--- src/common/game_link_pkg.sv ---
package game_link_pkg;

    // serial bit timing, kept short for simulation.
    localparam int CLKS_PER_BIT = 16;
    localparam int BIT_CNT_W    = $clog2(CLKS_PER_BIT);

    // receive buffer geometry.
    localparam int FIFO_DEPTH = 8;
    localparam int FIFO_AW    = $clog2(FIFO_DEPTH);

    // bytes sent by the opponent console.
    typedef enum logic [7:0] {
        MSG_LOST  = 8'h4C,
        MSG_READY = 8'h52,
        MSG_HIT   = 8'h48
    } msg_code_e;

    typedef enum logic [1:0] {
        RX_IDLE  = 2'd0,
        RX_START = 2'd1,
        RX_DATA  = 2'd2,
        RX_STOP  = 2'd3
    } uart_state_e;

    // DEC_IDLE doubles as "no event" wherever an event kind is needed.
    typedef enum logic [1:0] {
        DEC_IDLE    = 2'd0,
        DEC_VICTORY = 2'd1,
        DEC_READY   = 2'd2,
        DEC_HIT     = 2'd3
    } decoder_state_e;

endpackage

--- src/hw/uart_rx/uart_rx.sv ---
`timescale 1ns/1ns

module uart_rx
    import game_link_pkg::*;
(
    input  logic       clk,
    input  logic       rst,
    input  logic       rxd,
    output logic [7:0] rx_data,
    output logic       rx_valid,
    output logic       frame_error
);

    logic rxd_meta;
    logic rxd_sync;
    logic rxd_prev;
    logic rxd_fall;

    uart_state_e          state;
    uart_state_e          state_nxt;
    logic [BIT_CNT_W-1:0] cnt;
    logic [BIT_CNT_W-1:0] cnt_nxt;
    logic [2:0]           bit_idx;
    logic [2:0]           bit_idx_nxt;
    logic [7:0]           shift_nxt;
    logic                 rx_valid_nxt;
    logic                 frame_error_nxt;

    // two-flop synchronizer that starts at the idle line level.
    always_ff @(posedge clk) begin
        if (rst) begin
            rxd_meta <= 1'b1;
            rxd_sync <= 1'b1;
            rxd_prev <= 1'b1;
        end else begin
            rxd_meta <= rxd;
            rxd_sync <= rxd_meta;
            rxd_prev <= rxd_sync;
        end
    end

    assign rxd_fall = rxd_prev & ~rxd_sync;

    always_ff @(posedge clk) begin
        if (rst) begin
            state       <= RX_IDLE;
            cnt         <= '0;
            bit_idx     <= '0;
            rx_valid    <= 1'b0;
            frame_error <= 1'b0;
        end else begin
            state       <= state_nxt;
            cnt         <= cnt_nxt;
            bit_idx     <= bit_idx_nxt;
            rx_valid    <= rx_valid_nxt;
            frame_error <= frame_error_nxt;
        end
    end

    // received bits shift in from the top.
    always_ff @(posedge clk) begin
        rx_data <= shift_nxt;
    end

    always_comb begin
        state_nxt       = state;
        cnt_nxt         = cnt + 1'b1;
        bit_idx_nxt     = bit_idx;
        shift_nxt       = rx_data;
        rx_valid_nxt    = 1'b0;
        frame_error_nxt = 1'b0;

        case (state)
            RX_IDLE: begin
                cnt_nxt = '0;
                if (rxd_fall) begin
                    state_nxt = RX_START;
                end
            end

            // half a bit in, confirm the start bit is still low.
            RX_START: begin
                if (cnt == BIT_CNT_W'(CLKS_PER_BIT / 2 - 1)) begin
                    cnt_nxt     = '0;
                    bit_idx_nxt = '0;
                    state_nxt   = rxd_sync ? RX_IDLE : RX_DATA;
                end
            end

            RX_DATA: begin
                if (cnt == BIT_CNT_W'(CLKS_PER_BIT - 1)) begin
                    cnt_nxt     = '0;
                    shift_nxt   = {rxd_sync, rx_data[7:1]};
                    bit_idx_nxt = bit_idx + 1'b1;
                    if (bit_idx == 3'd7) begin
                        state_nxt = RX_STOP;
                    end
                end
            end

            RX_STOP: begin
                if (cnt == BIT_CNT_W'(CLKS_PER_BIT - 1)) begin
                    cnt_nxt         = '0;
                    state_nxt       = RX_IDLE;
                    rx_valid_nxt    = rxd_sync;
                    frame_error_nxt = ~rxd_sync;
                end
            end

            default: begin
                state_nxt = RX_IDLE;
            end
        endcase
    end

endmodule

--- src/hw/char_fifo/char_fifo.sv ---
`timescale 1ns/1ns

module char_fifo
    import game_link_pkg::*;
(
    input  logic       clk,
    input  logic       rst,
    input  logic       wr_en,
    input  logic [7:0] wr_data,
    input  logic       pop,
    output logic [7:0] rd_data,
    output logic       empty,
    output logic       rx_overflow
);

    logic [7:0]         mem [FIFO_DEPTH];
    logic [FIFO_AW-1:0] wr_ptr;
    logic [FIFO_AW-1:0] rd_ptr;
    logic [FIFO_AW:0]   count;
    logic               full;
    logic               do_wr;
    logic               do_rd;

    assign full  = (count == (FIFO_AW + 1)'(FIFO_DEPTH));
    assign empty = (count == '0);
    assign do_wr = wr_en & ~full;
    assign do_rd = pop & ~empty;

    // show-ahead, oldest byte always on the output.
    assign rd_data = mem[rd_ptr];

    always_ff @(posedge clk) begin
        if (do_wr) begin
            mem[wr_ptr] <= wr_data;
        end
    end

    // pointers wrap on their own since the depth is a power of two.
    always_ff @(posedge clk) begin
        if (rst) begin
            wr_ptr      <= '0;
            rd_ptr      <= '0;
            count       <= '0;
            rx_overflow <= 1'b0;
        end else begin
            rx_overflow <= wr_en & full;
            if (do_wr) begin
                wr_ptr <= wr_ptr + 1'b1;
            end
            if (do_rd) begin
                rd_ptr <= rd_ptr + 1'b1;
            end
            case ({do_wr, do_rd})
                2'b10:   count <= count + 1'b1;
                2'b01:   count <= count - 1'b1;
                default: count <= count;
            endcase
        end
    end

    // the decoder must only pop what it can see.
    a_no_pop_empty: assert property (
        @(posedge clk) disable iff (rst) !(pop && empty)
    );

    a_count_bound: assert property (
        @(posedge clk) disable iff (rst) count <= (FIFO_AW + 1)'(FIFO_DEPTH)
    );

endmodule

--- src/hw/opponent_msg_decoder/opponent_msg_decoder.sv ---
`timescale 1ns/1ns

module opponent_msg_decoder
    import game_link_pkg::*;
(
    input  logic       clk,
    input  logic       rst,
    input  logic       multiplayer,
    input  logic [7:0] rd_data,
    input  logic       empty,
    output logic       pop,
    output logic       victory,
    output logic       opponent_ready,
    output logic       opponent_hit
);

    decoder_state_e state;
    decoder_state_e state_nxt;
    logic           victory_nxt;
    logic           opponent_ready_nxt;
    logic           opponent_hit_nxt;

    // take a byte whenever idle, even in single-player mode.
    assign pop = (state == DEC_IDLE) && !empty;

    always_ff @(posedge clk) begin
        if (rst) begin
            state          <= DEC_IDLE;
            victory        <= 1'b0;
            opponent_ready <= 1'b0;
            opponent_hit   <= 1'b0;
        end else begin
            state          <= state_nxt;
            victory        <= victory_nxt;
            opponent_ready <= opponent_ready_nxt;
            opponent_hit   <= opponent_hit_nxt;
        end
    end

    always_comb begin
        state_nxt          = state;
        victory_nxt        = 1'b0;
        opponent_ready_nxt = 1'b0;
        opponent_hit_nxt   = 1'b0;

        case (state)
            DEC_IDLE: begin
                // bytes popped outside multiplayer are simply dropped.
                if (pop && multiplayer) begin
                    case (rd_data)
                        MSG_LOST:  state_nxt = DEC_VICTORY;
                        MSG_READY: state_nxt = DEC_READY;
                        MSG_HIT:   state_nxt = DEC_HIT;
                        default:   state_nxt = DEC_IDLE;
                    endcase
                end
            end

            DEC_VICTORY: begin
                victory_nxt = 1'b1;
                state_nxt   = DEC_IDLE;
            end

            DEC_READY: begin
                opponent_ready_nxt = 1'b1;
                state_nxt          = DEC_IDLE;
            end

            DEC_HIT: begin
                opponent_hit_nxt = 1'b1;
                state_nxt        = DEC_IDLE;
            end

            default: begin
                state_nxt = DEC_IDLE;
            end
        endcase
    end

    // one byte, one event at most.
    a_single_event: assert property (
        @(posedge clk) disable iff (rst)
            $onehot0({victory, opponent_ready, opponent_hit})
    );

endmodule

--- src/hw/link_rx_top.sv ---
`timescale 1ns/1ns

module link_rx_top (
    input  logic clk,
    input  logic rst,
    input  logic rxd,
    input  logic multiplayer,
    output logic victory,
    output logic opponent_ready,
    output logic opponent_hit,
    output logic frame_error,
    output logic rx_overflow
);

    logic [7:0] rx_data;
    logic       rx_valid;
    logic [7:0] fifo_rd_data;
    logic       fifo_empty;
    logic       fifo_pop;

    uart_rx u_uart_rx (
        .clk         (clk),
        .rst         (rst),
        .rxd         (rxd),
        .rx_data     (rx_data),
        .rx_valid    (rx_valid),
        .frame_error (frame_error)
    );

    char_fifo u_char_fifo (
        .clk         (clk),
        .rst         (rst),
        .wr_en       (rx_valid),
        .wr_data     (rx_data),
        .pop         (fifo_pop),
        .rd_data     (fifo_rd_data),
        .empty       (fifo_empty),
        .rx_overflow (rx_overflow)
    );

    opponent_msg_decoder u_decoder (
        .clk            (clk),
        .rst            (rst),
        .multiplayer    (multiplayer),
        .rd_data        (fifo_rd_data),
        .empty          (fifo_empty),
        .pop            (fifo_pop),
        .victory        (victory),
        .opponent_ready (opponent_ready),
        .opponent_hit   (opponent_hit)
    );

endmodule

--- config.mk ---
export PLATFORM = sky130hd
export DESIGN_NAME = link_rx_top
export DESIGN_NICKNAME = d
export VERILOG_FILES = /design/src/common/game_link_pkg.sv /design/src/hw/uart_rx/uart_rx.sv /design/src/hw/char_fifo/char_fifo.sv /design/src/hw/opponent_msg_decoder/opponent_msg_decoder.sv /design/src/hw/link_rx_top.sv
export SDC_FILE = /design/constraint.sdc
export NUM_CORES = 1
export LEC_CHECK = 0
export BUFFER_PORTS_ARGS = -buffer_cell sky130_fd_sc_hd__buf_2
export CORE_UTILIZATION = 25
export DETAILED_ROUTE_END_ITERATION = 12
export HOLD_SLACK_MARGIN = 0.1
export PLACE_DENSITY_LB_ADDON = 0.05
export RECOVER_POWER = 50
export SYNTH_ARGS = -nofsm -noshare
export SYNTH_HDL_FRONTEND = slang
export SYNTH_SLANG_ARGS = --single-unit
--- constraint.sdc ---
create_clock -name clk -period 3.55 [get_ports clk]
set_clock_uncertainty 0.2 [all_clocks]
set_input_delay 0.71 -clock clk [delete_from_list [all_inputs] [get_ports clk]]
set_output_delay 0.71 -clock clk [all_outputs]
set_load 0.005 [all_outputs]
==> results.ini, run 1 <==
[clock_network]
cts_tree=built
cts_hold_buf=0
h-tree-depth=3
clk_latency_ps=350
path_clk_slew_ps=70
cts_buffers=9
cts_buffer_depth=2
ctsResizeCount=0
postCtsSetupBuffers=0
cts_sinks=105
clockRootBuffer=clkbuf_16

[cells_and_area]
num_antenna_cells=0
seq_area_sq_um=2820
fill_cells=1635
drive_above_1_share=0.139
syn_to_final_growth_pct=14.4
finalNonFillerCells=526
nets=321
multi_input_area_sq_um=1280
fin_util=0.297

[floorplan]
fp.dieH_um=131
dieArea_sq_um=17300
core.rowCount=46
fp.dieW_um=131
start_util=0.260
io-pin-count=9
core_area_sq_um=16100

[worst_setup_path]
ff2ff_path_depth=9
reg2reg_slack_ps=330
path_class=flop to flop
reg2reg_from=u_char_fifo.count[0]
reg2reg_to=u_char_fifo.count[2]
worstPathArrival_ps=3280
critical_path.max_fanout=7
startpoint_type=flop
required_ps=3610
worstSetupEndpointType=flop

[global_routing]
antenna_found_initial=0
grt.total_usage=0.112
grt_start_max_net_pins=27
grt_pass1_wl_um=14000
grt_pass1_vias=2336
grt-ovfl-total=0

[timing]
setup_violations=0
worst_slew_pin_slew_ps=1160
setup_tns_ps=0
slew_violations=0
fin_crit_ps=3220
max_freq_mhz=311
worst_slack_ps=335
grt_setup_unrepaired=no
max_slew_margin=0.225
finalHoldViolCount=0
fin_crit_sh=0.906

[power_and_ir_drop]
vdd_ir_drop_max_v=0.000264
powerDensity_nw_per_um2=577
leakagePower_nw=1.61

[synthesis]
async_flop_share=0
yosys.cell_types.count=42
ys_ff_latch=105
mappedNetlistNets=300
synth_edf_count=72
postSynthCellCount=284
ys_seq_area_frac=0.675
synth_top_area_frac=0.517
synth_area_sq_um=4180
netlist_top_cells_area=edfxtp_1 (52%), dfxtp_1 (16%), ha_1 (3.6%)
ys.flop_type=edfxtp_1
yosysWarnings=0
synth_top_area_cell=edfxtp_1
syn_avg_cell_area_sq_um=14.7

[placed_design]
dp_hpwl_um=6000
dp_cells=510
pre_cts_slack_ps=439
routabilityCongestion=0.715
port-buffer-count=8

[hold_path]
min_from=u_uart_rx.rxd_meta
hp-class=flop to flop
whs_endpoint=u_uart_rx.rxd_sync
worst_hold_path.num_cells=1

[drt]
dr.pass1.iters=4
post_drt_wl_per_cell_um=17.2
routed-wl-met2_um=4310
vias_per_cell=4.31
routed.top_layer=met4
drc=0
first_iter_violations=127
finalWirelength_um=9040
vias=2266
wl_met3_um=244
wl_met1_um=4390
drtAntennaViolNets=0

[outcome]
status=finished clean

[run]
drv_cap=0

==> Yosys cell counts, types with 2 or more instances <==
master / number
nand2_1: 9
clkbuf_1: 6
nand4_1: 3
nand2b_1: 8
nor2_1: 23
nor2b_1: 2
mux4_2: 6
a21oi_1: 9
nor4_1: 4
edfxtp_1: 72
xor2_1: 7
o21ai_0: 5
inv_1: 8
a221oi_1: 2
nor3b_1: 6
xnor2_1: 2
buf_2: 2
mux4_1: 4
and2_1: 4
nand3_1: 8
nor3_1: 8
buf_6: 2
ha_1: 12
mux2i_1: 12
mux2_2: 4
or3_1: 5
dfxtp_1: 33
or2_2: 4
==> critical path: stages, from the launching register on <==
cell and delay [ps]:
dfxtp_1 370, nor4_1 860, nor3_1 310, ha_1 360
xor2_1 170, ha_1 190, a21oi_1 140, xor2_1 90
or3_1 300, a21oi_1 140
==> through the flow <==
stage | instance area (sq um) | hold slack, ps | total power, mW
after global routing | 4790 | 224 | 2.92
after global placement | 4540 | 197 | 1.89
final | 4790 | 214 | 2.76
after floorplan | 4180 | 189 | 1.79
after CTS | 4800 | 218 | 2.81
after detailed placement | 4540 | 201 | 1.89
==> cell usage in the layout, fill, tap and decap left out, types with 2 or more instances in the layout <==
| master | instances |
|---|---|
| mux2_2 | 4 |
| mux4_1 | 4 |
| nand3_1 | 8 |
| nor3_1 | 8 |
| or3_1 | 5 |
| a221oi_1 | 2 |
| mux2i_1 | 12 |
| edfxtp_1 | 72 |
| ha_1 | 12 |
| nand2_1 | 9 |
| mux4_2 | 6 |
| nor3b_1 | 6 |
| inv_1 | 8 |
| nor2b_1 | 2 |
| nand2b_1 | 8 |
| nor2_1 | 23 |
| buf_4 | 11 |
| o21ai_0 | 5 |
| buf_2 | 2 |
| xor2_1 | 7 |
| dfxtp_1 | 33 |
| and2_1 | 4 |
| xnor2_1 | 2 |
| a21oi_1 | 9 |
| or2_2 | 4 |
| clkbuf_1 | 8 |
| nor4_1 | 3 |
| nand4_1 | 3 |
| clkinv_2 | 2 |
| clkbuf_16 | 9 |
==> power by group <==
part | switching [mW] | leakage [nW] | internal [mW] | total (mW)
Sequential | 0.0689 | 0.915 | 1.33 | 1.40
Combinational | 0.236 | 0.570 | 0.225 | 0.461
Clock | 0.432 | 0.126 | 0.470 | 0.902
==> layer usage <==
layer | global-route usage | vias up
met3 | 0.0359 | 10
met4 | 0.0291 | 0
li1 | - | 1107
met1 | 0.144 | 1130
met2 | 0.180 | 19
met5 | 0 | -
==> worst max path at each step <==
stage                          from                   end  slack, ps  depth (start not counted)
2_1_floorplan  u_char_fifo.count[1]  u_char_fifo.count[3]        980                          9
3_3_place_gp   u_char_fifo.count[0]  u_char_fifo.count[2]        350                          9
3_5_place_dp   u_char_fifo.count[0]  u_char_fifo.count[2]        440                          9
4_1_cts        u_char_fifo.count[0]  u_char_fifo.count[2]        410                          9
5_1_grt        u_char_fifo.count[0]  u_char_fifo.count[2]        150                          9
6_report       u_char_fifo.count[0]  u_char_fifo.count[2]        330                          9
==> state kept, by name (all words and copies together) (netlist names), 2 cells and up, named ones only <==
register / flops
u_char_fifo.mem: 64
u_uart_rx.rx_data: 8
u_char_fifo.count: 4
u_uart_rx.cnt: 4
u_char_fifo.rd_ptr: 3
u_char_fifo.wr_ptr: 3
u_uart_rx.bit_idx: 3
u_decoder.state: 2
==> kinds of logic (layout without fill, tap and decap cells) <==
logic type               count (synthesis)  after routing  share of synthesized area
AO/OA/AOI/OAI                           24             24                     0.0377
XOR/XNOR                                 9              9                     0.0188
adder cells (fa/ha/maj)                 12             12                     0.0359
buffers and inverters                   18             44                     0.0203
flip-flops                             105            105                      0.675
multiplexers                            26             26                     0.0969
AND/OR/NAND/NOR                         90             90                      0.116
==> layout make-up <==
cell class	instances	area share
clock buffer	10	0.0478
clock inverter	6	0.00732
inverter	8	0.00627
multi-input combinational	161	0.268
sequential	105	0.589
tap	216	0.0564
timing repair buffer	20	0.0248
(Power assumes the default switching activity.)
==> run 2: changes to the inputs <==
BUFFER_PORTS_ARGS = default   (was -buffer_cell sky130_fd_sc_hd__buf_2)
DONT_BUFFER_PORTS = 1   (was default)
clock period = 2.8 ns   (was 3.55 ns; I/O delays follow)
==> run 2 against run 1 <==
  * Hold slack got worse by 93 ps
  * Highest routed layer unchanged
  * Sequential power up 25%
  * Total power rose by 32%
  * Sequential share of layout area is 0.84 points lower
  * Non-clock buffer count down 1
  * Largest cell class unchanged
==> results.ini, run 2 (synthesis results as in run 1) <==
[global_routing]
grtUsageMet3=0.0370  ; +0.00116
busiest_layer=met2
antenna_found_initial=0  ; unchanged
grt_pass1_vias=2320  ; -0.68%
grt_start_max_net_pins=21  ; -22%
grtUsageMet2=0.174  ; -0.00591
grt-ovfl-total=0  ; unchanged
grt.total_usage=0.114  ; +0.00243
met1_usage=0.154  ; +0.00967
grt_pass1_wl_um=14000  ; +0.24%

[floorplan]
core.rowCount=46  ; unchanged
start_util=0.260  ; unchanged
fp.dieH_um=131  ; unchanged
fp.dieW_um=131  ; unchanged
dieArea_sq_um=17300  ; unchanged
core_area_sq_um=16100  ; unchanged
io-pin-count=9  ; unchanged

[timing]
holdWs_ps=121  ; -93.1 ps
grt_setup_unrepaired=no
fin_crit_sh=0.901  ; -0.00493
worst_slew_pin_slew_ps=867  ; -296 ps
max_slew_margin=0.420  ; +0.196
max_freq_mhz=397  ; +27%
finalHoldViolCount=0  ; unchanged
slew_violations=0  ; unchanged
fin_crit_ps=2520  ; -693 ps
setup_violations=0  ; unchanged
setup_tns_ps=0  ; unchanged

[drt]
drc=0  ; unchanged
vias=2281  ; +0.66%
finalWirelength_um=9360  ; +3.6%
post_drt_wl_per_cell_um=17.8  ; +3.8%
vias_per_cell=4.34  ; +0.85%
drtAntennaViolNets=0  ; unchanged
dr.pass1.iters=4  ; unchanged
first_iter_violations=156  ; +23%

[cells_and_area]
num_antenna_cells=0  ; unchanged
final_area_sq_um=4860  ; +1.4%
nets=320  ; -0.31%
layout_common_cells=edfxtp_1 (72), dfxtp_1 (33), nor2_1 (23)
largest_reg_flops=64  ; unchanged
reg_top3=u_char_fifo.mem (64), u_uart_rx.rx_data (8)
fill_cells=1640  ; +0.31%
regMostFlops=u_char_fifo.mem
syn_to_final_growth_pct=16.1
final_common_cell=edfxtp_1
drive_above_1_share=0.149  ; +0.0102

[worst_setup_path]
reg2reg_from=u_char_fifo.count[0]
reg2reg_to=u_char_fifo.count[2]
cp_cell_sequence=buf_4 -> nor3_1 -> nand2_1 -> nand2_1 -> ha_1 -> xor2_1 -> ha_1 -> a21oi_1 -> xor2_1 -> or3_1 -> a21oi_1
worstPathArrival_ps=2590  ; -690 ps
crit_slowest_cell=dfxtp_1
ff2ff_path_depth=11  ; +2
required_ps=2870  ; -740 ps
cp.buffers_inverters=1  ; +1
path_class=flop to flop
slowest_delay_ps=320  ; -540 ps
worstSetupEndpointType=flop
startpoint_type=flop
reg2reg_slack_ps=280  ; -60 ps
critical_path.max_fanout=6  ; -1
crit_family=simple AND/OR/NAND/NOR gates

[power_and_ir_drop]
clock_power_share=0.335  ; +0.008
p_sw_uw=968  ; +31%
seq_power_share=0.480  ; -0.027
switching_share=0.266  ; -0.000331
leakagePower_nw=1.65  ; +2.1%
pwr-share-comb=0.185  ; +0.018
vdd_ir_drop_max_v=0.000318  ; +20%
p_int_mw=2.67  ; +32%
powerDensity_nw_per_um2=749  ; +30%

[outcome]
status=finished clean

[clock_network]
h-tree-depth=3  ; unchanged
postCtsSetupBuffers=0  ; unchanged
cts_buffer_depth=2  ; unchanged
cts_buffers=9  ; unchanged
clk_latency_ps=350  ; about the same
path_clk_slew_ps=60  ; about the same
cts_sinks=105  ; unchanged
cts_tree=built
clockRootBuffer=clkbuf_16

[hold_path]
worst_hold_path.num_cells=1  ; unchanged
whs_endpoint=u_uart_rx.rxd_meta
min_from=rst
hp-class=primary input to flop

[placed_design]
dpl_cell_area_sq_um=4540  ; about the same
dp_hpwl_um=5770  ; -3.8%
routabilityCongestion=0.722  ; +1.1%
port-buffer-count=0  ; -8

[run]
drv_cap=0  ; unchanged

-- run 2: through the flow --
stage / total power [mW] / setup WS [ps] / util / instances
final: 3.64 / 278 / 0.301 / 525
after global routing: 3.83 / 70.2 / 0.301 / 525
after CTS: 3.69 / 108 / 0.301 / 524
after detailed placement: 2.45 / 144 / 0.282 / 506
after global placement: 2.44 / 258 / 0.282 / 506
after floorplan: 2.27 / 231 / - / 284
-- run 2: layout make-up --
cell class	instances	area, sq um	share of cell area
inverter	8	30.0	0.00618
timing repair buffer	19	159	0.0327
clock buffer	13	260	0.0536
multi-input combinational	161	1290	0.265
sequential	105	2820	0.581
clock inverter	3	26.3	0.00541
tap	216	270	0.0556
-- run 2: worst max path at each step --
stage,endpoint,slack [ps],cells past startpoint,from
after global placement,u_char_fifo.count[3],260,9,u_char_fifo.count[3]
after CTS,u_char_fifo.count[3],110,9,u_char_fifo.count[3]
after global routing,u_char_fifo.count[2],70,11,u_char_fifo.count[0]
after floorplan,u_char_fifo.count[3],230,9,u_char_fifo.count[1]
after detailed placement,u_char_fifo.count[3],140,9,u_char_fifo.count[3]
final,u_char_fifo.count[2],280,11,u_char_fifo.count[0]
-- run 2: power groups by stage --
stage	combinational (mW)	clock (mW)	sequential (mW)
after floorplan	0.513	0	1.75
after global placement	0.666	0	1.78
after detailed placement	0.670	0	1.78
after CTS	0.682	1.27	1.74
after global routing	0.758	1.33	1.75
final	0.673	1.22	1.75
-- run 2: layer usage --
layer,up-vias,part of all wire
met5,-,0
met4,0,0.011
met3,11,0.030
met2,20,0.46
li1,1105,-
met1,1145,0.49
-- run 2: timing repair --
item / 4_1_cts / 5_1_grt
hold buffers: 2 / 1
setup endpoints to repair: 0 / 2
hold endpoints to repair: 23 / 1
resized for setup: 0 / 1
